--- src/cl_manycore_pkg.sv ---
`default_nettype none

package cl_manycore_pkg;

  // ------------------------------
  // Geometry and limits
  // ------------------------------
  localparam int num_tiles_lp       = 4;
  localparam int tile_words_lp      = 64;
  localparam int max_out_credits_lp = 4;

  // Decoded window starts at address 0
  localparam int axil_window_bytes_lp = num_tiles_lp * tile_words_lp * 4;

  // ------------------------------
  // Vector types
  // ------------------------------
  typedef logic [31:0] axil_addr_t;
  typedef logic [31:0] data_t;
  typedef logic [3:0]  strb_t;
  typedef logic [1:0]  axil_resp_t;

  // Address bits 9..8 select the tile, bits 7..2 the word
  typedef logic [1:0]  tile_idx_t;
  typedef logic [5:0]  word_idx_t;

  // Wide enough to hold max_out_credits_lp
  typedef logic [2:0]  credit_t;

  // AXI-Lite response codes
  localparam axil_resp_t resp_okay_lp   = 2'b00;
  localparam axil_resp_t resp_slverr_lp = 2'b10;

  // ------------------------------
  // Buses
  // ------------------------------
  // Broadcast request from the bridge, 43 bits
  typedef struct packed {
    logic      write;
    word_idx_t word_idx;
    data_t     data;
    strb_t     strb;
  } tile_req_s;

  // Held tile response, 33 bits
  typedef struct packed {
    logic  read;
    data_t data;
  } tile_rsp_s;

  // Collector completion, 34 bits
  typedef struct packed {
    logic  valid;
    logic  read;
    data_t data;
  } done_s;

  // Bridge read FSM
  typedef enum logic [1:0] {
    RD_IDLE,
    RD_WAIT,
    RD_RESP
  } rd_state_e;

endpackage

`default_nettype wire

--- src/resp_collector.sv ---
`default_nettype none

module resp_collector
  import cl_manycore_pkg::*;
(
  input  wire                               clk_main_a0,
  input  wire                               rst_main_n_sync,

  // Tile responses
  input  tile_rsp_s [num_tiles_lp-1:0]      rsp_i,
  input  wire       [num_tiles_lp-1:0]      rsp_valid_i,
  output logic      [num_tiles_lp-1:0]      rsp_pop_o,

  // Completion toward the bridge
  output done_s                             done_o
);

  // ------------------------------
  // Round-robin pick
  // ------------------------------
  tile_idx_t last_grant_q;
  tile_idx_t grant_idx;
  logic      grant_any;

  // Search starts one past the last grant and wraps back to it
  always_comb begin
    tile_idx_t cand;

    grant_any = 1'b0;
    grant_idx = last_grant_q;
    cand      = last_grant_q;
    for (int i = 1; i <= num_tiles_lp; i++) begin
      cand = tile_idx_t'(last_grant_q + tile_idx_t'(i));
      if (!grant_any && rsp_valid_i[cand]) begin
        grant_any = 1'b1;
        grant_idx = cand;
      end
    end
  end

  always_comb begin
    rsp_pop_o = '0;
    rsp_pop_o[grant_idx] = grant_any;
  end

  always_ff @(posedge clk_main_a0) begin
    if (!rst_main_n_sync) begin
      last_grant_q <= tile_idx_t'(num_tiles_lp - 1);
    end else if (grant_any) begin
      last_grant_q <= grant_idx;
    end
  end

  // ------------------------------
  // Completion register
  // ------------------------------
  logic  done_valid_q;
  logic  done_read_q;
  data_t done_data_q;

  // Single-cycle pulse per grant
  always_ff @(posedge clk_main_a0) begin
    if (!rst_main_n_sync) begin
      done_valid_q <= 1'b0;
    end else begin
      done_valid_q <= grant_any;
    end
  end

  always_ff @(posedge clk_main_a0) begin
    if (grant_any) begin
      done_read_q <= rsp_i[grant_idx].read;
      done_data_q <= rsp_i[grant_idx].data;
    end
  end

  assign done_o.valid = done_valid_q;
  assign done_o.read  = done_read_q;
  assign done_o.data  = done_data_q;

endmodule

`default_nettype wire

--- config.mk ---
export PLATFORM = sky130hd
export DESIGN_NAME = resp_collector
export DESIGN_NICKNAME = d
export VERILOG_FILES = /design/src/cl_manycore_pkg.sv /design/src/resp_collector.sv
export SDC_FILE = /design/constraint.sdc
export NUM_CORES = 1
export LEC_CHECK = 0
export BUFFER_PORTS_ARGS = -buffer_cell sky130_fd_sc_hd__buf_2
export CAP_MARGIN = 40
export CELL_PAD_IN_SITES_DETAIL_PLACEMENT = 0
export CELL_PAD_IN_SITES_GLOBAL_PLACEMENT = 1
export CORE_UTILIZATION = 32
export CTS_BUF_LIST = sky130_fd_sc_hd__clkbuf_8
export CTS_CLUSTER_SIZE = 30
export DETAILED_ROUTE_END_ITERATION = 6
export GPL_ROUTABILITY_DRIVEN = 0
export PLACE_DENSITY_LB_ADDON = 0.3
export SETUP_SLACK_MARGIN = 0.2
export SKIP_LAST_GASP = 1
export SLEW_MARGIN = 5
export SYNTH_ARGS = -nofsm -noshare
export SYNTH_HDL_FRONTEND = slang
export SYNTH_SLANG_ARGS = --single-unit
--- constraint.sdc ---
create_clock -name clk_main_a0 -period 5 [get_ports clk_main_a0]
set_input_delay 1 -clock clk_main_a0 [delete_from_list [all_inputs] [get_ports clk_main_a0]]
set_output_delay 1 -clock clk_main_a0 [all_outputs]
set_load 0.1 [all_outputs]
# == Word level (Yosys, flattened, before mapping) ==
# Cells that the tools add are included.
# op_classes
magnitude_cmp,6
muxes,20
reduce_logical,7
addsub,3
bitwise_logic,1
# op_table
op,n
33-bit binary-select mux with 2-bit select,1
33-bit two-way mux,1
2-bit by 3-bit < comparator with 1-bit output (second input constant),5
1-bit two-way mux,9
1-bit binary-select mux with 2-bit select,4
2-bit two-way mux,4
2-bit adder (second input constant),2
4-bit AND,1
1-bit logical AND,4
1-bit logical NOT,3
2-bit by 1-bit adder with 2-bit output (second input constant),1
1-bit demux with 2-bit select,1
2-bit by 1-bit >= comparator with 1-bit output (second input constant),1
# totals
reg_bits,36
out_inout_bits,38
word_cells,41
inputBits,138

# == Longest topological paths before layout ==
# logic_depth
word_depth,18
mapped_depth,7
ltp_nobuf,5

# == Least setup slack after synthesis ==
# Ideal clock, no wire load.
# synth_path
kind,input to output
start,input port rsp_valid_i[0]
end,output port rsp_pop_o[3]
setup_slack_ns,0.231
required_ns,4.000
path_buffers,1
arrival_ns,3.769
stages,5
path_cell_list,o21a_1 > mux2i_4 > buf_2 > inv_1 > nor3_1
# synth_via
elab_chain_len,17
word_cells_on_any_way,28
cone_classes,order compare (2); mux (18); bitwise (1); reduce/logical (7)
# synth_lines
element,line_no,source
"start, declared",resp_collector.sv:11,"input wire [num_tiles_lp-1:0] rsp_valid_i,"
1-bit binary-select mux with 2-bit select,resp_collector.sv:34,if (!grant_any && rsp_valid_i[cand]) begin
1-bit two-way mux (implied by the code),resp_collector.sv:34,
1-bit two-way mux,resp_collector.sv:34,
1-bit logical NOT,resp_collector.sv:34,
1-bit logical AND,resp_collector.sv:34,
1-bit two-way mux,resp_collector.sv:34,
1-bit logical NOT,resp_collector.sv:34,
1-bit logical AND,resp_collector.sv:34,
1-bit two-way mux,resp_collector.sv:34,
1-bit logical NOT,resp_collector.sv:34,
1-bit logical AND,resp_collector.sv:34,
2-bit two-way mux,resp_collector.sv:34,
2-bit by 3-bit < comparator with 1-bit output (implied by the code) or 2-bit by 1-bit >= comparator with 1-bit output (tied branches),resp_collector.sv:43,rsp_pop_o[grant_idx] = grant_any;
1-bit logical AND (implied by the code),resp_collector.sv:43,
1-bit two-way mux (implied by the code),resp_collector.sv:43,
1-bit demux with 2-bit select,resp_collector.sv:43,
4-bit AND (no source line) (*),--,
"end, declared",resp_collector.sv:12,"output logic [num_tiles_lp-1:0] rsp_pop_o,"
# Mark *: on every way between the ends. The rest lies on a longest branch, timed or not. The select of a mux whose other input is x is not followed.

# == Final worst setup path ==
# layout_path
start,input port rsp_valid_i[1]
end,output port rsp_pop_o[3]
# Same word-level chain as after synthesis.

==> flow_summary.yaml <==
synth:
  ys_seq_elements: 36
  netlist_instances: 169
  ys_warn_count: 0
  synth.avg_cell_area_um2: 13.3
  synth_cell_types: 19
  syn-num-nets: 307
  ys_seq_area_share_pct: 46.7
  synth_area_um2: 2250
routing:
  finalWirelength_mm: 5.64
  via_per_inst: 4.48
  drc: 0
  num_vias: 1973
  routedWlPerCell_um: 12.8
  ant_nets: 0
  firstDrtPassIters: 3
  first_iter_violations: 41
final_layout:
  multi_input_area_um2: 1130
  synthToLayoutAreaGrowth_pct: 47.9
  layout.nets: 481
  layout-drive-gt1-share_pct: 54.9
  final_common_cell: "buf_2"
  regArea_um2: 1050
  n_fill_cell: 659
  antenna_cells: 0
  mostFrequentLayoutCells: "buf_2, mux2i_1, edfxtp_1"
  final_core_util_pct: 49.0
cts:
  cts_root_buf: "clkbuf_8"
  clock_path_buffers: 2
  cts_resized: 0
  clk_pin_slew_ns: 0.07
  cts_tree: "done"
  cts_max_level: 2
  clk_latency_ns: 0.28
  hold_buffers: 0
  clock_sinks: 36
  cts_buffers: 5
  cts_setup_buffers: 0
power_and_ir_drop:
  power.leakage_nw: 1.77
  combPwrFrac_pct: 54.0
  ir_drop_mv: 0.120
  sequentialPowerShare_pct: 28.9
  switchingPower_w: 0.000709
  swShare_pct: 49.5
  p_int_w: 0.000725
  power.density_nw_per_um2: 431
  clkPwrFrac_pct: 17.0
place:
  io_buffers: 175
  dp_hpwl_mm: 4.68
setup_path:
  reg2reg_from: "last_grant_q[0]$_SDFFE_PN1P_"
  cp-end-kind: "output pin"
  critPathLaunchType: "input port"
  crit_fanout: 30
  cp.arrival_ns: 2.68
  path_class: "in2out"
  required_ns: 4.00
  reg2reg_depth: 6
  rr_endpoint: "done_data_q[25]$_DFFE_PP_"
  worst-r2r-setup-slack_ns: 3.00
timing:
  tightestPinTransition_ns: 0.666
  clock_skew_ns: 0.00518
  fmax_ghz: 0.271
  hold_viol: 0
  setup_viol: 0
  setup_tns_ns: 0
  slew_violations: 0
  rsz0062_at_grt: "false"
  period_minus_slack_ns: 3.68
  slew_headroom_pct: 55.5
  min_period_over_period_pct: 73.7
grt:
  grt.total_usage_pct: 15.0
  grt_pass1_wl_mm: 8.64
  grt_antenna_before_repair: 0
  grt_max_degree: 40
  grt_pass1_vias: 1928
  grt_overflow: 0
min_path:
  min_path_cells: 3
  hp-class: "reg2reg"
  min-delay-start: "last_grant_q[0]$_SDFFE_PN1P_"
  hold_end: "last_grant_q[0]$_SDFFE_PN1P_"
die:
  die_height_um: 85.9
  rows: 30
  start_util_pct: 33.1
  dieArea_um2: 7380
  pin_count: 176
  core_um2: 6790
  die_w_um: 85.9
outcome:
  status: "finished clean"
flow_run:
  maxCapViolCount: 0
## worst max-delay path, stage by stage
cell      delay (ns)
buf_2           0.12
nand2b_1        0.10
o21ai_1         0.11
mux2i_4         0.15
buf_4           0.42
inv_1           0.14
nor3_1          0.18
buf_2           0.46
## worst max-delay path by stage
| stage | end | slack, ns | start | depth (start not counted) |
|---|---|---|---|---|
| 2_1_floorplan | rsp_pop_o[3] | 0.23 | rsp_valid_i[0] | 5 |
| 5_1_grt | rsp_pop_o[0] | 1.18 | rsp_valid_i[3] | 5 |
| 3_5_place_dp | rsp_pop_o[3] | 1.30 | rsp_valid_i[1] | 8 |
| 6_report | rsp_pop_o[3] | 1.32 | rsp_valid_i[1] | 8 |
| 3_3_place_gp | rsp_pop_o[2] | 1.37 | rsp_valid_i[3] | 5 |
| 4_1_cts | rsp_pop_o[3] | 1.29 | rsp_valid_i[1] | 8 |
## stage by stage
stage	area (µm²)	worst slack (ns)	total power, W	hold slack [ns]	cells
finish	3330	1.32	0.00143	0.848	440
global route	3330	1.18	0.00149	0.901	440
CTS	3330	1.29	0.00145	0.858	440
detailed placement	3220	1.30	0.00120	0.837	432
global placement	3220	1.37	0.00120	0.825	432
floorplan	2250	0.231	0.00106	0.675	169
## state kept, by name (all words and copies together) (netlist names)
| signal | count |
|---|---|
| last_grant_q | 2 |
| done_valid_q | 1 |
| done_data_q | 32 |
| done_read_q | 1 |
## cell type report
cell class,instances,area share (%)
clock buffers,5,2.07
clock inverters,3,1.16
inverters,3,0.338
multi-input cells,117,33.8
flip-flops and latches,36,31.6
well taps,96,3.61
repair buffers,180,27.4
## cells by family after synthesis
logic type | count (synthesis) | share of synthesized area, %
and+or+nand+nor | 12 | 2.89
buffers and inverters | 16 | 4.06
muxes | 100 | 45.0
DFF | 36 | 46.7
AOI/OAI and AO/OA | 5 | 1.39
## routing by layer
layer | vias to the layer above | track usage [%] | wire [µm]
met4 | 0 | 5.15 | 83
met2 | 97 | 26.3 | 2820
met3 | 8 | 5.39 | 477
met1 | 882 | 16.7 | 2260
li1 | 986 | - | -
met5 | - | 0 | 0
## synthesized netlist by cell type
cell	number	area, µm²
o21a_1	1	7.51
nand2_1	2	7.51
mux2i_1	99	991
nor2_1	1	3.75
inv_1	3	11.3
buf_2	7	35.0
a21oi_1	1	5.00
a221oi_1	1	8.76
o21ai_1	1	5.00
dfxtp_1	3	60.1
nor3_1	2	10.0
nand2b_1	3	18.8
nor4_1	1	6.26
o21ai_0	1	5.00
mux2i_4	1	22.5
edfxtp_1	33	991
buf_4	6	45.0
and3_1	2	12.5
nor2b_1	1	6.26
## power groups by stage
stage / sequential, W / clock [W] / combinational (W)
CTS: 0.000416 / 0.000253 / 0.000784
global placement: 0.000422 / 0 / 0.000779
detailed placement: 0.000422 / 0 / 0.000783
global route: 0.000421 / 0.000262 / 0.000806
finish: 0.000415 / 0.000245 / 0.000775
floorplan: 0.000827 / 0 / 0.000238
(Power assumes the default switching activity.)
