[src/cl_manycore_pkg.sv]
`default_nettype none

package cl_manycore_pkg;

  // ------------------------------
  // Geometry and limits
  // ------------------------------
  localparam int num_tiles_lp       = 4;
  localparam int tile_words_lp      = 64;
  localparam int max_out_credits_lp = 4;

  // Decoded window starts at address 0
  localparam int axil_window_bytes_lp = num_tiles_lp * tile_words_lp * 4;

  // ------------------------------
  // Vector types
  // ------------------------------
  typedef logic [31:0] axil_addr_t;
  typedef logic [31:0] data_t;
  typedef logic [3:0]  strb_t;
  typedef logic [1:0]  axil_resp_t;

  // Address bits 9..8 select the tile, bits 7..2 the word
  typedef logic [1:0]  tile_idx_t;
  typedef logic [5:0]  word_idx_t;

  // Wide enough to hold max_out_credits_lp
  typedef logic [2:0]  credit_t;

  // AXI-Lite response codes
  localparam axil_resp_t resp_okay_lp   = 2'b00;
  localparam axil_resp_t resp_slverr_lp = 2'b10;

  // ------------------------------
  // Buses
  // ------------------------------
  // Broadcast request from the bridge, 43 bits
  typedef struct packed {
    logic      write;
    word_idx_t word_idx;
    data_t     data;
    strb_t     strb;
  } tile_req_s;

  // Held tile response, 33 bits
  typedef struct packed {
    logic  read;
    data_t data;
  } tile_rsp_s;

  // Collector completion, 34 bits
  typedef struct packed {
    logic  valid;
    logic  read;
    data_t data;
  } done_s;

  // Bridge read FSM
  typedef enum logic [1:0] {
    RD_IDLE,
    RD_WAIT,
    RD_RESP
  } rd_state_e;

endpackage

`default_nettype wire

[src/host_link_bridge.sv]
`default_nettype none

module host_link_bridge
  import cl_manycore_pkg::*;
(
  input  wire                     clk_main_a0,
  input  wire                     rst_main_n_sync,

  // AXI-Lite write address and data
  input  wire                     awvalid_i,
  input  axil_addr_t              awaddr_i,
  output logic                    awready_o,
  input  wire                     wvalid_i,
  input  data_t                   wdata_i,
  input  strb_t                   wstrb_i,
  output logic                    wready_o,

  // AXI-Lite write response
  output logic                    bvalid_o,
  output axil_resp_t              bresp_o,
  input  wire                     bready_i,

  // AXI-Lite read address and data
  input  wire                     arvalid_i,
  input  axil_addr_t              araddr_i,
  output logic                    arready_o,
  output logic                    rvalid_o,
  output data_t                   rdata_o,
  output axil_resp_t              rresp_o,
  input  wire                     rready_i,

  // Tile side
  output tile_req_s               tile_req_o,
  output logic [num_tiles_lp-1:0] tile_req_valid_o,
  input  wire  [num_tiles_lp-1:0] tile_req_ready_i,
  input  done_s                   done_i
);

  // ------------------------------
  // Address decode
  // ------------------------------
  logic      aw_in_range;
  tile_idx_t aw_tile;
  word_idx_t aw_word;
  logic      ar_in_range;
  tile_idx_t ar_tile;
  word_idx_t ar_word;

  assign aw_in_range = (awaddr_i < axil_addr_t'(axil_window_bytes_lp));
  assign aw_tile     = awaddr_i[9:8];
  assign aw_word     = awaddr_i[7:2];

  assign ar_in_range = (araddr_i < axil_addr_t'(axil_window_bytes_lp));
  assign ar_tile     = araddr_i[9:8];
  assign ar_word     = araddr_i[7:2];

  // ------------------------------
  // Accept logic
  // ------------------------------
  credit_t   credits_q;
  rd_state_e rd_state_q;
  logic      bvalid_q;
  logic      credit_free;
  logic      wr_fire_tile;
  logic      wr_fire_oor;
  logic      rd_fire_tile;
  logic      rd_fire_oor;
  logic      req_issue;

  assign credit_free = (credits_q != '0);

  // Both halves of a write must be present
  assign wr_fire_tile = awvalid_i & wvalid_i & ~bvalid_q & aw_in_range
                      & credit_free & tile_req_ready_i[aw_tile];
  assign wr_fire_oor  = awvalid_i & wvalid_i & ~bvalid_q & ~aw_in_range;

  // Writes win the shared request bus
  assign rd_fire_tile = arvalid_i & (rd_state_q == RD_IDLE) & ar_in_range
                      & credit_free & tile_req_ready_i[ar_tile] & ~wr_fire_tile;
  assign rd_fire_oor  = arvalid_i & (rd_state_q == RD_IDLE) & ~ar_in_range;

  assign req_issue = wr_fire_tile | rd_fire_tile;

  assign awready_o = wr_fire_tile | wr_fire_oor;
  assign wready_o  = wr_fire_tile | wr_fire_oor;
  assign arready_o = rd_fire_tile | rd_fire_oor;

  // ------------------------------
  // Tile request
  // ------------------------------
  always_comb begin
    tile_req_o.write    = wr_fire_tile;
    tile_req_o.word_idx = wr_fire_tile ? aw_word : ar_word;
    tile_req_o.data     = wdata_i;
    tile_req_o.strb     = wstrb_i;

    tile_req_valid_o = '0;
    if (wr_fire_tile) begin
      tile_req_valid_o[aw_tile] = 1'b1;
    end else if (rd_fire_tile) begin
      tile_req_valid_o[ar_tile] = 1'b1;
    end
  end

  // Credit goes back on completion, not on the B handshake
  always_ff @(posedge clk_main_a0) begin
    if (!rst_main_n_sync) begin
      credits_q <= credit_t'(max_out_credits_lp);
    end else begin
      credits_q <= credits_q - credit_t'(req_issue) + credit_t'(done_i.valid);
    end
  end

  // ------------------------------
  // Write response
  // ------------------------------
  axil_resp_t bresp_q;

  always_ff @(posedge clk_main_a0) begin
    if (!rst_main_n_sync) begin
      bvalid_q <= 1'b0;
    end else if (wr_fire_tile || wr_fire_oor) begin
      bvalid_q <= 1'b1;
    end else if (bready_i) begin
      bvalid_q <= 1'b0;
    end
  end

  always_ff @(posedge clk_main_a0) begin
    if (wr_fire_tile || wr_fire_oor) begin
      bresp_q <= aw_in_range ? resp_okay_lp : resp_slverr_lp;
    end
  end

  assign bvalid_o = bvalid_q;
  assign bresp_o  = bresp_q;

  // ------------------------------
  // Read FSM
  // ------------------------------
  data_t      rdata_q;
  axil_resp_t rresp_q;

  always_ff @(posedge clk_main_a0) begin
    if (!rst_main_n_sync) begin
      rd_state_q <= RD_IDLE;
    end else begin
      unique case (rd_state_q)
        RD_IDLE: begin
          if (rd_fire_oor) begin
            rd_state_q <= RD_RESP;
          end else if (rd_fire_tile) begin
            rd_state_q <= RD_WAIT;
          end
        end
        RD_WAIT: begin
          if (done_i.valid && done_i.read) begin
            rd_state_q <= RD_RESP;
          end
        end
        RD_RESP: begin
          if (rready_i) begin
            rd_state_q <= RD_IDLE;
          end
        end
        default: rd_state_q <= RD_IDLE;
      endcase
    end
  end

  // Out-of-range reads return zero data
  always_ff @(posedge clk_main_a0) begin
    if (rd_fire_oor) begin
      rdata_q <= '0;
      rresp_q <= resp_slverr_lp;
    end else if ((rd_state_q == RD_WAIT) && done_i.valid && done_i.read) begin
      rdata_q <= done_i.data;
      rresp_q <= resp_okay_lp;
    end
  end

  assign rvalid_o = (rd_state_q == RD_RESP);
  assign rdata_o  = rdata_q;
  assign rresp_o  = rresp_q;

endmodule

`default_nettype wire

[config.mk]
export PLATFORM = sky130hd
export DESIGN_NAME = host_link_bridge
export DESIGN_NICKNAME = d
export VERILOG_FILES = /design/src/cl_manycore_pkg.sv /design/src/host_link_bridge.sv
export SDC_FILE = /design/constraint.sdc
export NUM_CORES = 1
export LEC_CHECK = 0
export BUFFER_PORTS_ARGS = -buffer_cell sky130_fd_sc_hd__clkbuf_2
export CAP_MARGIN = 25
export CORE_ASPECT_RATIO = 0.7
export CORE_MARGIN = 2
export CORE_UTILIZATION = 31
export DETAILED_ROUTE_END_ITERATION = 10
export PLACE_DENSITY = 0.79
export SLEW_MARGIN = 40
export SYNTH_ARGS = -nofsm -noshare
export SYNTH_HDL_FRONTEND = slang
export SYNTH_SLANG_ARGS = --single-unit
[constraint.sdc]
create_clock -name clk_main_a0 -period 2.8 [get_ports clk_main_a0]
set_input_delay 0.28 -clock clk_main_a0 [delete_from_list [all_inputs] [get_ports clk_main_a0]]
set_output_delay 0.28 -clock clk_main_a0 [all_outputs]
set_load 0.005 [all_outputs]
# After elaboration in Yosys (flattened, before gate mapping)
# Index checks and enable logic that the tools add are counted.
# word_totals
register_bits,41
input_bits,145
out_inout_bits,88
elab_cells,67
# classes
add_sub_neg,2
magnitude_cmp,6
n_eq_ne,5
muxes,19
n_bitwise,19
reduce_logical,10
# ops
cell,count
$lt 32x11->1 const B,2
$and 1x1->1,12
$mux 2,5
$mux 4,2
$lt 2x3->1 const B,2
$mux 1,6
$mux 6,1
$pmux 2 s3,1
$logic_and 1x1->1,5
$bmux 1 s2,2
$demux 1 s2,2
$ge 2x1->1 const B,2
$not 1->1,4
$add 3x1->3,1
$ne 3x3->1 const B,1
$or 1x1->1,3
$reduce_and 3->1,1
$reduce_bool 3->1,1
$sub 3x1->3,1
$eq 2x1->1 const B,1
$eq 2x2->1 const B,1
$logic_not 2->1,1
$ne 2x1->1 const B,1
$ne 2x2->1 const B,1
other kinds (2),2

# Depth between registers and ports, before layout
# Gate-level depths: netlist of run 1.
# depth
ltp_word,10
mapped_depth,13
ltp_nobuf,12

# Least setup slack after synthesis of run 1
# No wires, ideal clock.
# synth_path
path_kind,input -> register
startpoint,in awaddr_i[8]
endpoint,reg credits_q[2]
setup_time_ns,0.115
arrival_ns,2.551
required_time_ns,2.685
setup_slack_ns,0.133
stages,13
path_buffers,1
path_cell_list,mux4_2 -> nand4_2 -> nor3_4 -> buf_6 -> or2_2 -> ha_1 -> inv_1 -> ha_1 -> inv_1 -> fa_1 -> xor2_1 -> xnor2_1 -> nand2_1
# synth_between
elab_chain_cells,9
word_cells_on_any_way,11
cone_classes,add/sub: 2; order compare: 1; mux: 2; bitwise: 6
# synth_rtl
item,line,source
start: declaration,host_link_bridge.sv:11,"input axil_addr_t awaddr_i,"
$lt 32x11->1,host_link_bridge.sv:49,assign aw_in_range = (awaddr_i < axil_addr_t'(axil_window_bytes_lp));
$and 1x1->1,host_link_bridge.sv:73,assign wr_fire_tile = awvalid_i & wvalid_i & ~bvalid_q & aw_in_range
$and 1x1->1,host_link_bridge.sv:74,& credit_free & tile_req_ready_i[aw_tile];
$and 1x1->1 *,host_link_bridge.sv:74,
named net wr_fire_tile,host_link_bridge.sv:64,logic wr_fire_tile;
$not 1->1,host_link_bridge.sv:79,& credit_free & tile_req_ready_i[ar_tile] & ~wr_fire_tile;
$and 1x1->1,host_link_bridge.sv:79,
$or 1x1->1 *,host_link_bridge.sv:82,assign req_issue = wr_fire_tile | rd_fire_tile;
$sub 3x1->3 *,host_link_bridge.sv:110,credits_q <= credits_q - credit_t'(req_issue) + credit_t'(done_i.valid);
$add 3x1->3 *,host_link_bridge.sv:110,
end signal: assignment,host_link_bridge.sv:108,credits_q <= credit_t'(max_out_credits_lp);
end signal: assignment,host_link_bridge.sv:110,
end: declaration,host_link_bridge.sv:60,credit_t credits_q;
# The timed path passes the listed nets; every way through them passes the cells marked *. The select of a mux whose other input is x is not followed.
# A chain may end at the register's enable or synchronous reset.

# Final worst setup path of run 1
# layout_path
startpoint,reg credits_q[1]
endpoint,reg credits_q[2]
# layout_between
elab_chain_cells,8
word_cells_on_any_way,10
cone_classes,add/sub: 2; bitwise: 7; reduce/logical: 1
# layout_rtl
item,line,source
$reduce_bool 3->1,host_link_bridge.sv:70,assign credit_free = (credits_q != '0);
$and 1x1->1 (2 in series),host_link_bridge.sv:74,
$not 1->1,host_link_bridge.sv:79,
$and 1x1->1,host_link_bridge.sv:79,
$or 1x1->1,host_link_bridge.sv:82,
$sub 3x1->3 *,host_link_bridge.sv:110,
$add 3x1->3 *,host_link_bridge.sv:110,
# Every way passes the cells marked *; elsewhere a longest branch is shown, timed or not.

==> results.tsv, run 1 <==
stage	metric	value	unit
run_status	status	complete, no violations	
worst_hold_path	hp-class	input pin to register	
detailed_routing	drc_errors	0	
detailed_routing	wl_per_cell	12.53	um
global_route	met3_usage	7.136	%
layout	drive_gt1_share	47.11	%
critical_path	critPathLaunchType	register	
clock_tree	cts_max_level	2	
critical_path	crit_arrival	2.80	ns
critical_path	crit_fanout	3	
clock_tree	cts_hold_buf	0	
timing	hold_viol_final	0	
clock_tree	clkSlewWorstSetupHoldPaths	0.07	ns
logic_synthesis	netlist_area	2125	sq um
logic_synthesis	synth_edf_count	1	
detailed_routing	firstDrtPassIters	4	
clock_tree	clk_latency	0.28	ns
global_route	grt_pass1_vias	1975	
timing	rsz0062_at_grt	no	
logic_synthesis	ys.warnings.count	0	
layout	syn_to_final_growth	30.86	%
clock_tree	cts_resized	0	
logic_synthesis	ys_seq_elements	40	
logic_synthesis	synth_top_area_share	36.75	%
detailed_routing	first_iter_violations	41	
placement	pre_cts_ws	0.01481	ns
power	power_leakage	1.308	nW
floorplanning	start_util	31.74	%
layout	final_cell_mix	clkbuf_2, nand2_1, dfxtp_1, a21oi_1, nor4_1	
global_route	gr-total-overflow	0	
detailed_routing	final_antenna_net_count	0	
detailed_routing	vias	2107	
timing	finalWorstSetupSlack	0.1816	ns
power	p_per_area	399.0	nW/um^2
timing	slew_headroom	56.03	%
run	cap_violations	0	
placement	placed_cell_area	2699	sq um
logic_synthesis	syn_avg_cell_area	8.047	sq um
logic_synthesis	ys_types	36	
timing	fin_crit_sh	93.51	%
global_route	grt_start_max_net_pins	34	
detailed_routing	wirelength	5940	um
timing	worst_slew_pin_slew	0.6595	ns
floorplanning	die_h	73.26	um
placement	port_buffers	154	
power	power	1.109	mW
global_route	grt_pass1_wl	9018	um
timing	drv_slew	0	
floorplanning	core_area	6694	sq um
timing	fin_setup_tns	0	ns
layout	seqCellArea	810.8	sq um
layout	antenna_cells	0	
timing	setup_viol	0	
floorplanning	die_area	7542	sq um
critical_path	cp-end-kind	register	
logic_synthesis	synthTopCellsByArea	dfxtp_1, buf_4, nand2_1	
clock_tree	clk_path_buf_depth	2	
logic_synthesis	synth_seq_area_share	38.16	%
timing	post-route-min-period	2.618	ns
global_route	antenna_found_initial	0	
global_route	use_met1	20.49	%
floorplanning	die_w	102.9	um
clock_tree	cts_tree	built	
layout	fin_area	2780	sq um
layout	multi_input_comb_area	950.9	sq um
logic_synthesis	synth_cells	264	
layout	utilization	41.53	%
global_route	grt_busiest_layer	met2	
layout	nNetsFinal	527	
critical_path	crit_required	2.98	ns
placement	hpwl	4809	um
layout	fillers	725	
logic_synthesis	ys.flop_type	dfxtp_1	
floorplanning	fp-row-count	25	
global_route	grt.total_usage	15.27	%
clock_tree	cts_root_buf	clkbuf_8	
clock_tree	clock-sinks	40	
placement	routabilityCongestion	0.8370	
timing	max_freq	0.3819	GHz
critical_path	criticalPathCategory	register to register	
power	max-vdd-ir-drop	144.1	uV
timing	fin_skew	0.002064	ns
floorplanning	pin_count	233	
logic_synthesis	async_reset_ff_share	0	%
detailed_routing	via_per_inst	4.445	
layout	layout_commonest_cell	clkbuf_2	
global_route	use_met2	22.94	%
logic_synthesis	synth_top_area_cell	dfxtp_1	
clock_tree	cts_setup_buffers	0	
clock_tree	numCtsBuffers	5	
==> worst max-delay path: stages (launching register included) <==
cell,delay (ns)
dfxtp_1,0.35
or3_1,0.42
nand4_2,0.16
nor3_4,0.06
or2_2,0.29
ha_1,0.27
inv_1,0.05
ha_1,0.13
inv_1,0.05
fa_1,0.37
xor2_1,0.17
xnor2_1,0.13
nand2_1,0.06
==> layer usage <==
layer  part of all wire (%)  up-vias  routed length [um]
met4                   0.13        0                   8
met2                     44      100                2596
met1                     47      937                2767
met5                      0        -                   0
met3                    9.5        4                 567
li1                       -     1066                   -
==> worst paths after layout <==
check / end / cells after the start / slack (ns) / from
min: rdata_o[5] / 3 / 0.21 / done_i[5]
min reg2reg: rdata_o[17] / 2 / 0.45 / rdata_o[17]
max: credits_q[2] / 12 / 0.18 / credits_q[1]
max reg2reg: credits_q[2] / 12 / 0.18 / credits_q[1]
==> layout make-up <==
cell class	instances	share of cell area, %
Clock buffer	7	2.745
Clock inverter	1	0.1800
Inverter	5	0.6751
Multi-Input combinational cell	169	34.20
Sequential cell	40	29.16
Tap cell	94	4.230
Timing Repair Buffer	158	28.80
==> through the flow <==
stage | hold WS, ns | std cells
3_3_place_gp | 0.4397 | 466
5_1_grt | 0.2048 | 474
6_report | 0.2103 | 474
2_1_floorplan | 0.3419 | 265
3_5_place_dp | 0.4456 | 466
4_1_cts | 0.2007 | 474
==> power by group <==
part / internal (mW) / total [mW] / switching (mW)
sequential: 0.579 / 0.586 / 0.00665
combinational: 0.0905 / 0.159 / 0.0683
clock: 0.175 / 0.365 / 0.190
==> flip-flops by register name (all words and copies together) (netlist names) <==
signal	flops
rresp_o	1
rd_state_q	2
bresp_o	1
rdata_o	32
credits_q	3
bvalid_o	1
==> synthesized netlist by cell type (2+ instances only) <==
cell / instances
nand2_1: 70
buf_2: 3
inv_1: 5
clkbuf_1: 7
nor4_1: 10
nand3b_1: 2
nor2b_1: 5
nor2_1: 6
dfxtp_1: 39
ha_1: 2
buf_4: 40
nand2b_1: 3
mux2_4: 4
mux4_2: 2
o21ai_0: 5
mux2_2: 2
nand3_1: 3
a21oi_1: 33
or2_2: 3
nand4_1: 3
o31ai_1: 2
==> cell families after synthesis <==
logic type,synth area share [%]
compound gates,10.78
xor+xnor,0.8247
fa+ha+maj,2.120
buf+inv,17.49
flops,38.16
mux,6.007
other cells,0.1765
simple gates,24.44
No activity file was read; power rests on OpenSTA's default activity.
==> inputs of run 2 (changes only) <==
ABC_AREA = 1   (was default)
CORE_AREA = 2 2 91 93   (was default)
CORE_ASPECT_RATIO = default   (was 0.7)
CORE_MARGIN = default   (was 2)
CORE_UTILIZATION = default   (was 31)
DIE_AREA = 0 0 93 95   (was default)
PLACE_DENSITY = 0.71   (was 0.79)
clock period = 2.5 ns   (was 2.8 ns; I/O delays follow)
==> run 2 against run 1 <==
Maximum frequency is 15% higher; largest cell class unchanged; first-iteration DRC count grew 29%; global-route usage is 2.7 points lower; hold slack lost 0.025 ns; non-clock buffer count shrank 1; power is 18% higher; largest power group unchanged; register-to-register slack better by 0.04 ns.
==> results.tsv, run 2 <==
stage	metric	value	unit	change
run_status	status	complete, no violations		
placement	dp_cells	555		+19%
critical_path	crit_start	rd_state_q[1]		
detailed_routing	vias	2426		+15%
timing	drv_slew	0		unchanged
detailed_routing	firstDrtPassIters	4		unchanged
logic_synthesis	synth_edf_count	1		unchanged
logic_synthesis	synth_top_area_cell	dfxtp_1		
critical_path	crit_fanout	4		+1
layout	drive_gt1_share	41.05	%	-6.1 points
layout	largest_reg_flops	32		unchanged
critical_path	criticalPathCategory	register to register		
logic_synthesis	synthTopCellsByCount	nand2_1, buf_4, dfxtp_1, a21oi_1, nor2_1		
run	cap_violations	0		unchanged
layout	syn_to_final_growth	29.70	%	
critical_path	cp-end-kind	register		
critical_path	ff2ff_path_depth	12		unchanged
timing	max_freq	0.4379	GHz	+15%
placement	port_buffers	154		unchanged
layout	multi_input_comb_area	1061	sq um	+12%
logic_synthesis	synth_top_area_share	33.82	%	-2.9 points
floorplanning	core_area	7928	sq um	+18%
global_route	grt_start_max_net_pins	33		-2.9%
floorplanning	die_area	8835	sq um	+17%
logic_synthesis	ys_seq_elements	40		unchanged
clock_tree	cts_hold_buf	0		unchanged
global_route	gr-total-overflow	0		unchanged
critical_path	critPathLaunchType	register		
timing	fin_crit_sh	91.33	%	-2.2 points
floorplanning	die_h	95	um	+30%
timing	setup_viol	0		unchanged
logic_synthesis	netlist_area	2308	sq um	+8.7%
timing	slew_headroom	62.23	%	+6.2 points
floorplanning	die_w	93	um	-9.7%
critical_path	crit_arrival	2.51	ns	-0.29 ns
global_route	grt_pass1_vias	2179		+10%
placement	hpwl	4861	um	+1.1%
power	power_frac_clock	34.4	%	+1.5 points
timing	whs	0.1855	ns	-0.02479 ns
critical_path	endpoint	credits_q[2]		
floorplanning	fp-row-count	33		+32%
logic_synthesis	synth.most_common_cell	nand2_1		
critical_path	crit_required	2.73	ns	-0.25 ns
detailed_routing	final_antenna_net_count	0		unchanged
clock_tree	cts_setup_buffers	0		unchanged
layout	final_cell_count_no_fill	563		+19%
detailed_routing	drt-met1-wl	2456	um	-11%
clock_tree	cts_root_buf	clkbuf_8		
detailed_routing	met3WireLength	415	um	-27%
global_route	antenna_found_initial	0		unchanged
layout	seqCellArea	810.8	sq um	unchanged
global_route	grt_pass1_wl	9101	um	+0.92%
placement	placed_cell_area	2898	sq um	+7.4%
timing	fin_setup_tns	0	ns	unchanged
floorplanning	start_util	29.12	%	-2.6 points
global_route	grt.total_usage	12.59	%	-2.7 points
timing	worst_slew_pin_slew	0.5657	ns	-0.09380 ns
power	p_seq_share	50.1	%	-2.7 points
clock_tree	clk_latency	0.29	ns	about the same
critical_path	r2r-start	rd_state_q[1]		
logic_synthesis	ys.warnings.count	0		unchanged
detailed_routing	wl_per_cell	10.78	um	-14%
layout	layout_commonest_cell	clkbuf_2		
critical_path	crit_chain	nor2_2 -> nand2_1 -> a21oi_1 -> nand2_1 -> o21ai_1 -> ha_1 -> inv_1 -> ha_1 -> inv_1 -> fa_1 -> or2_2 -> nand3_1		
logic_synthesis	synthTopCellsByArea	dfxtp_1, nand2_1, buf_4		
detailed_routing	via_per_inst	4.309		-3.1%
critical_path	r2r-end	credits_q[2]		
detailed_routing	wirelength	6069	um	+2.2%
layout	fillers	875		+21%
detailed_routing	topRoutingLayerUsed	met4		
critical_path	reg2reg_slack	0.22	ns	+0.04 ns
logic_synthesis	async_reset_ff_share	0	%	unchanged
layout	antenna_cells	0		unchanged
power	p_sw_share	25.60	%	+1.7 points
placement	routabilityCongestion	0.8057		-3.7%
clock_tree	numCtsBuffers	5		unchanged
critical_path	crit_slowest_cell	fa_1		
power	comb_power_share	15.4	%	+1.1 points
layout	nNetsFinal	605		+15%
timing	fin_skew	0.006129	ns	+0.004065 ns
worst_hold_path	min_from	done_i[29]		
timing	rsz0062_at_grt	no		
critical_path	critPathMaxStageDelay	0.39	ns	-0.03 ns
logic_synthesis	syn_avg_cell_area	6.770	sq um	-16%
clock_tree	cts_resized	0		unchanged
logic_synthesis	synth_seq_area_share	35.12	%	-3.0 points
clock_tree	cts_max_level	2		unchanged
clock_tree	clk_path_buf_depth	2		unchanged
power	p_per_area	437.0	nW/um^2	+9.5%
power	switchingPower	334.9	uW	+27%
layout	fin_area	2994	sq um	+7.7%
power	internal_power	973.5	uW	+15%
clock_tree	cts_tree	built		
worst_hold_path	hp-class	input pin to register		
detailed_routing	wl_met2	3089	um	+19%
logic_synthesis	ys_types	29		-19%
logic_synthesis	ys.flop_type	dfxtp_1		
clock_tree	clock-sinks	40		unchanged
detailed_routing	first_iter_violations	53		+29%
clock_tree	clkSlewWorstSetupHoldPaths	0.08	ns	about the same
timing	hold_viol_final	0		unchanged
floorplanning	pin_count	233		unchanged
detailed_routing	drc_errors	0		unchanged
power	power_leakage	1.547	nW	+18%
power	max-vdd-ir-drop	160.2	uV	+11%
logic_synthesis	synth_cells	341		+29%
layout	final_cell_mix	clkbuf_2, nand2_1, dfxtp_1, a21oi_1, nor2_1		
timing	post-route-min-period	2.283	ns	-0.3350 ns
==> run 2: power by group through the flow <==
stage	clock network, mW	registers [mW]	logic, mW
after floorplan	0	0.669	0.143
after global placement	0	0.670	0.197
after detailed placement	0	0.671	0.203
after CTS	0.478	0.656	0.205
after global routing	0.509	0.657	0.229
final	0.451	0.656	0.202
==> run 2: per-stage QoR <==
stage          power (mW)  setup slack [ns]  util [%]
2_1_floorplan      0.8117            0.3350         -
3_3_place_gp       0.8671            0.2154     36.55
3_5_place_dp       0.8744            0.1615     36.55
4_1_cts             1.338            0.1592     37.77
5_1_grt             1.395           0.02157     37.77
6_report            1.308            0.2166     37.77
==> run 2: worst min path at each step <==
stage	slack, ns	depth (start not counted)	end
finish	0.19	3	rdata_o[29]
CTS	0.17	3	rdata_o[29]
global placement	0.44	2	rresp_o[1]
detailed placement	0.45	2	rresp_o[1]
floorplan	0.33	1	credits_q[2]
global route	0.17	3	rdata_o[24]
==> run 2: kinds of logic after synthesis <==
family	count (synthesis)	synth area share [%]
AND/OR/NAND/NOR	175	32.74
flip-flops	40	35.12
XOR/XNOR	1	0.3795
buffers and inverters	76	19.35
other	1	0.1624
AO/OA/AOI/OAI	45	10.30
adder cells (fa/ha/maj)	3	1.951
==> run 2: worst max-delay path: cells and delay by family, from the launching register on <==
family          cells  cell delay [ns]
flops               1             0.37
simple gates        5             0.73
compound gates      2             0.26
fa+ha+maj           3             0.76
buf+inv             2             0.10
==> run 2: cell type report <==
cell class	count	share of cell area [%]
clock buffer	6	2.758
tap	105	4.388
timing repair buffer	157	26.49
inverter	27	3.385
multi-input combinational	226	35.44
sequential	40	27.08
clock inverter	2	0.4597
==> run 2: per-layer routing <==
metal	GRT usage (%)	up-vias
li1	-	1245
met1	14.21	1054
met2	22.52	115
met3	3.113	12
met4	5.515	0
met5	0	-
==> inputs of run 3 (changes only) <==
CORE_AREA = default   (was 2 2 91 93)
CORE_ASPECT_RATIO = 0.5   (was default)
CORE_MARGIN = 2   (was default)
CORE_UTILIZATION = 36   (was default)
DIE_AREA = default   (was 0 0 93 95)
GPL_ROUTABILITY_DRIVEN = 1   (was default)
PLACE_DENSITY = 0.83   (was 0.71)
==> run 3 against run 2 <==
Die area decreased by 20%; clock-buffer cell count unchanged; worst setup slack got worse by 0.053 ns; clock power increased by 49%; combinational power about the same; critical path type unchanged; hold slack improved by 0.018 ns.
==> results.tsv, run 3 (synthesized netlist as in run 2, its figures left out) <==
stage	metric	value	unit	change
placement	port_buffers	154		unchanged
layout	layout_commonest_cell	clkbuf_2		
timing	fin_skew	0.001934	ns	-0.004195 ns
detailed_routing	via_per_inst	4.380		+1.7%
floorplanning	die_area	7108	sq um	-20%
timing	setup_viol	0		unchanged
floorplanning	fp-row-count	20		-39%
layout	utilization	49.73	%	+12 points
detailed_routing	drc_errors	0		unchanged
critical_path	crit_slowest_cell	fa_1		
detailed_routing	final_antenna_net_count	0		unchanged
detailed_routing	vias	2396		-1.2%
detailed_routing	firstDrtPassIters	4		unchanged
placement	dp_cells	539		-2.9%
clock_tree	clk_latency	0.28	ns	about the same
power	max-vdd-ir-drop	259.5	uV	+62%
global_route	antenna_found_initial	0		unchanged
global_route	grt_pass1_vias	2131		-2.2%
clock_tree	clock-sinks	40		unchanged
run	cap_violations	0		unchanged
layout	final_cell_count_no_fill	547		-2.8%
worst_hold_path	min_from	done_i[17]		
detailed_routing	wirelength	5725	um	-5.7%
layout	nNetsFinal	606		+0.17%
critical_path	crit_required	2.72	ns	about the same
layout	syn_to_final_growth	32.09	%	
layout	largest_reg_flops	32		unchanged
timing	whs	0.2032	ns	+0.01761 ns
critical_path	crit_chain	nor2_2 -> nand2_1 -> a21oi_1 -> nand2_1 -> o21ai_0 -> ha_1 -> inv_1 -> ha_1 -> inv_1 -> fa_1 -> or2_2 -> nand3_1		
layout	drive_gt1_share	41.39	%	+0.35 points
placement	placed_cell_area	2884	sq um	-0.47%
clock_tree	cts_tree	built		
critical_path	critPathMaxStageDelay	0.38	ns	about the same
clock_tree	cts_setup_buffers	0		unchanged
timing	drv_slew	0		unchanged
power	power_leakage	1.582	nW	+2.2%
clock_tree	cts_root_buf	clkbuf_16		
critical_path	crit_fanout	4		unchanged
timing	post-route-min-period	2.336	ns	+0.05269 ns
layout	fillers	621		-29%
detailed_routing	first_iter_violations	74		+40%
clock_tree	clkSlewWorstSetupHoldPaths	0.06	ns	-0.02 ns
timing	fin_crit_sh	93.44	%	+2.1 points
critical_path	cp-end-kind	register		
critical_path	criticalPathCategory	register to register		
timing	hold_viol_final	0		unchanged
clock_tree	numCtsBuffers	5		unchanged
floorplanning	start_util	37.65	%	+8.5 points
global_route	grt.total_usage	15.91	%	+3.3 points
timing	fin_setup_tns	0	ns	unchanged
layout	fin_area	3049	sq um	+1.8%
run_status	status	complete, no violations		
timing	finalWorstSetupSlack	0.1639	ns	-0.05269 ns
critical_path	crit_start	rd_state_q[1]		
global_route	gr-total-overflow	0		unchanged
floorplanning	die_w	117.2	um	+26%
worst_hold_path	hp-class	input pin to register		
power	power	1.529	mW	+17%
timing	rsz0062_at_grt	no		
global_route	grt_pass1_wl	9052	um	-0.54%
placement	pre_cts_ws	0.1784	ns	+0.01687 ns
layout	final_cell_mix	clkbuf_2, nand2_1, dfxtp_1, a21oi_1, nor2_1		
floorplanning	core_area	6131	sq um	-23%
critical_path	r2r-start	rd_state_q[1]		
clock_tree	clk_path_buf_depth	2		unchanged
layout	antenna_cells	0		unchanged
power	p_per_area	501.5	nW/um^2	+15%
timing	slew_headroom	64.63	%	+2.4 points
floorplanning	pin_count	233		unchanged
global_route	grt_start_max_net_pins	34		+3.0%
clock_tree	cts_max_level	2		unchanged
timing	max_freq	0.4281	GHz	-2.3%
placement	hpwl	4663	um	-4.1%
critical_path	crit_arrival	2.56	ns	+0.05 ns
critical_path	critPathLaunchType	register		
placement	routabilityCongestion	0.7994		-0.78%
floorplanning	die_h	60.63	um	-36%
clock_tree	cts_hold_buf	0		unchanged
clock_tree	cts_resized	0		unchanged
timing	worst_slew_pin_slew	0.5298	ns	-0.03592 ns
detailed_routing	wl_per_cell	10.47	um	-2.9%
==> run 3: path summary, 6_finish.rpt <==
| path | endpoint | slack, ns | depth (start not counted) |
|---|---|---|---|
| setup / recovery | credits_q[2] | 0.16 | 12 |
| hold / removal | rdata_o[17] | 0.20 | 3 |
| setup reg to reg | credits_q[2] | 0.16 | 12 |
| hold reg to reg | rdata_o[6] | 0.46 | 2 |
==> run 3: where the power goes <==
| group | internal (mW) | switching [mW] | total, mW |
|---|---|---|---|
| combinational | 0.101 | 0.0997 | 0.201 |
| sequential | 0.649 | 0.00800 | 0.657 |
| clock | 0.428 | 0.243 | 0.671 |
==> run 3: layer usage <==
layer  global-route usage (%)  share of wire (%)  up-vias
met1                    18.44                 42     1057
met3                    4.396                6.6       11
li1                         -                  -     1249
met2                    28.65                 50       79
met5                        0                  0        -
met4                    6.218                1.5        0
==> run 3: worst max-delay path: cells and delay by family, from the launching register on <==
| kind | cells | cell delay, ns |
|---|---|---|
| and+or+nand+nor | 5 | 0.71 |
| AOI/OAI and AO/OA | 2 | 0.33 |
| buffers and inverters | 2 | 0.11 |
| adders and majority gates | 3 | 0.77 |
| DFF | 1 | 0.35 |
==> run 3: final cells by class <==
type | count | area [sq um] | area share (%)
Sequential cell | 40 | 810.8 | 26.59
Timing Repair Buffer | 158 | 800.8 | 26.26
Clock buffer | 6 | 150.1 | 4.924
Clock inverter | 2 | 12.51 | 0.4103
Inverter | 27 | 101.3 | 3.324
Tap cell | 88 | 110.1 | 3.611
Multi-Input combinational cell | 226 | 1064 | 34.88
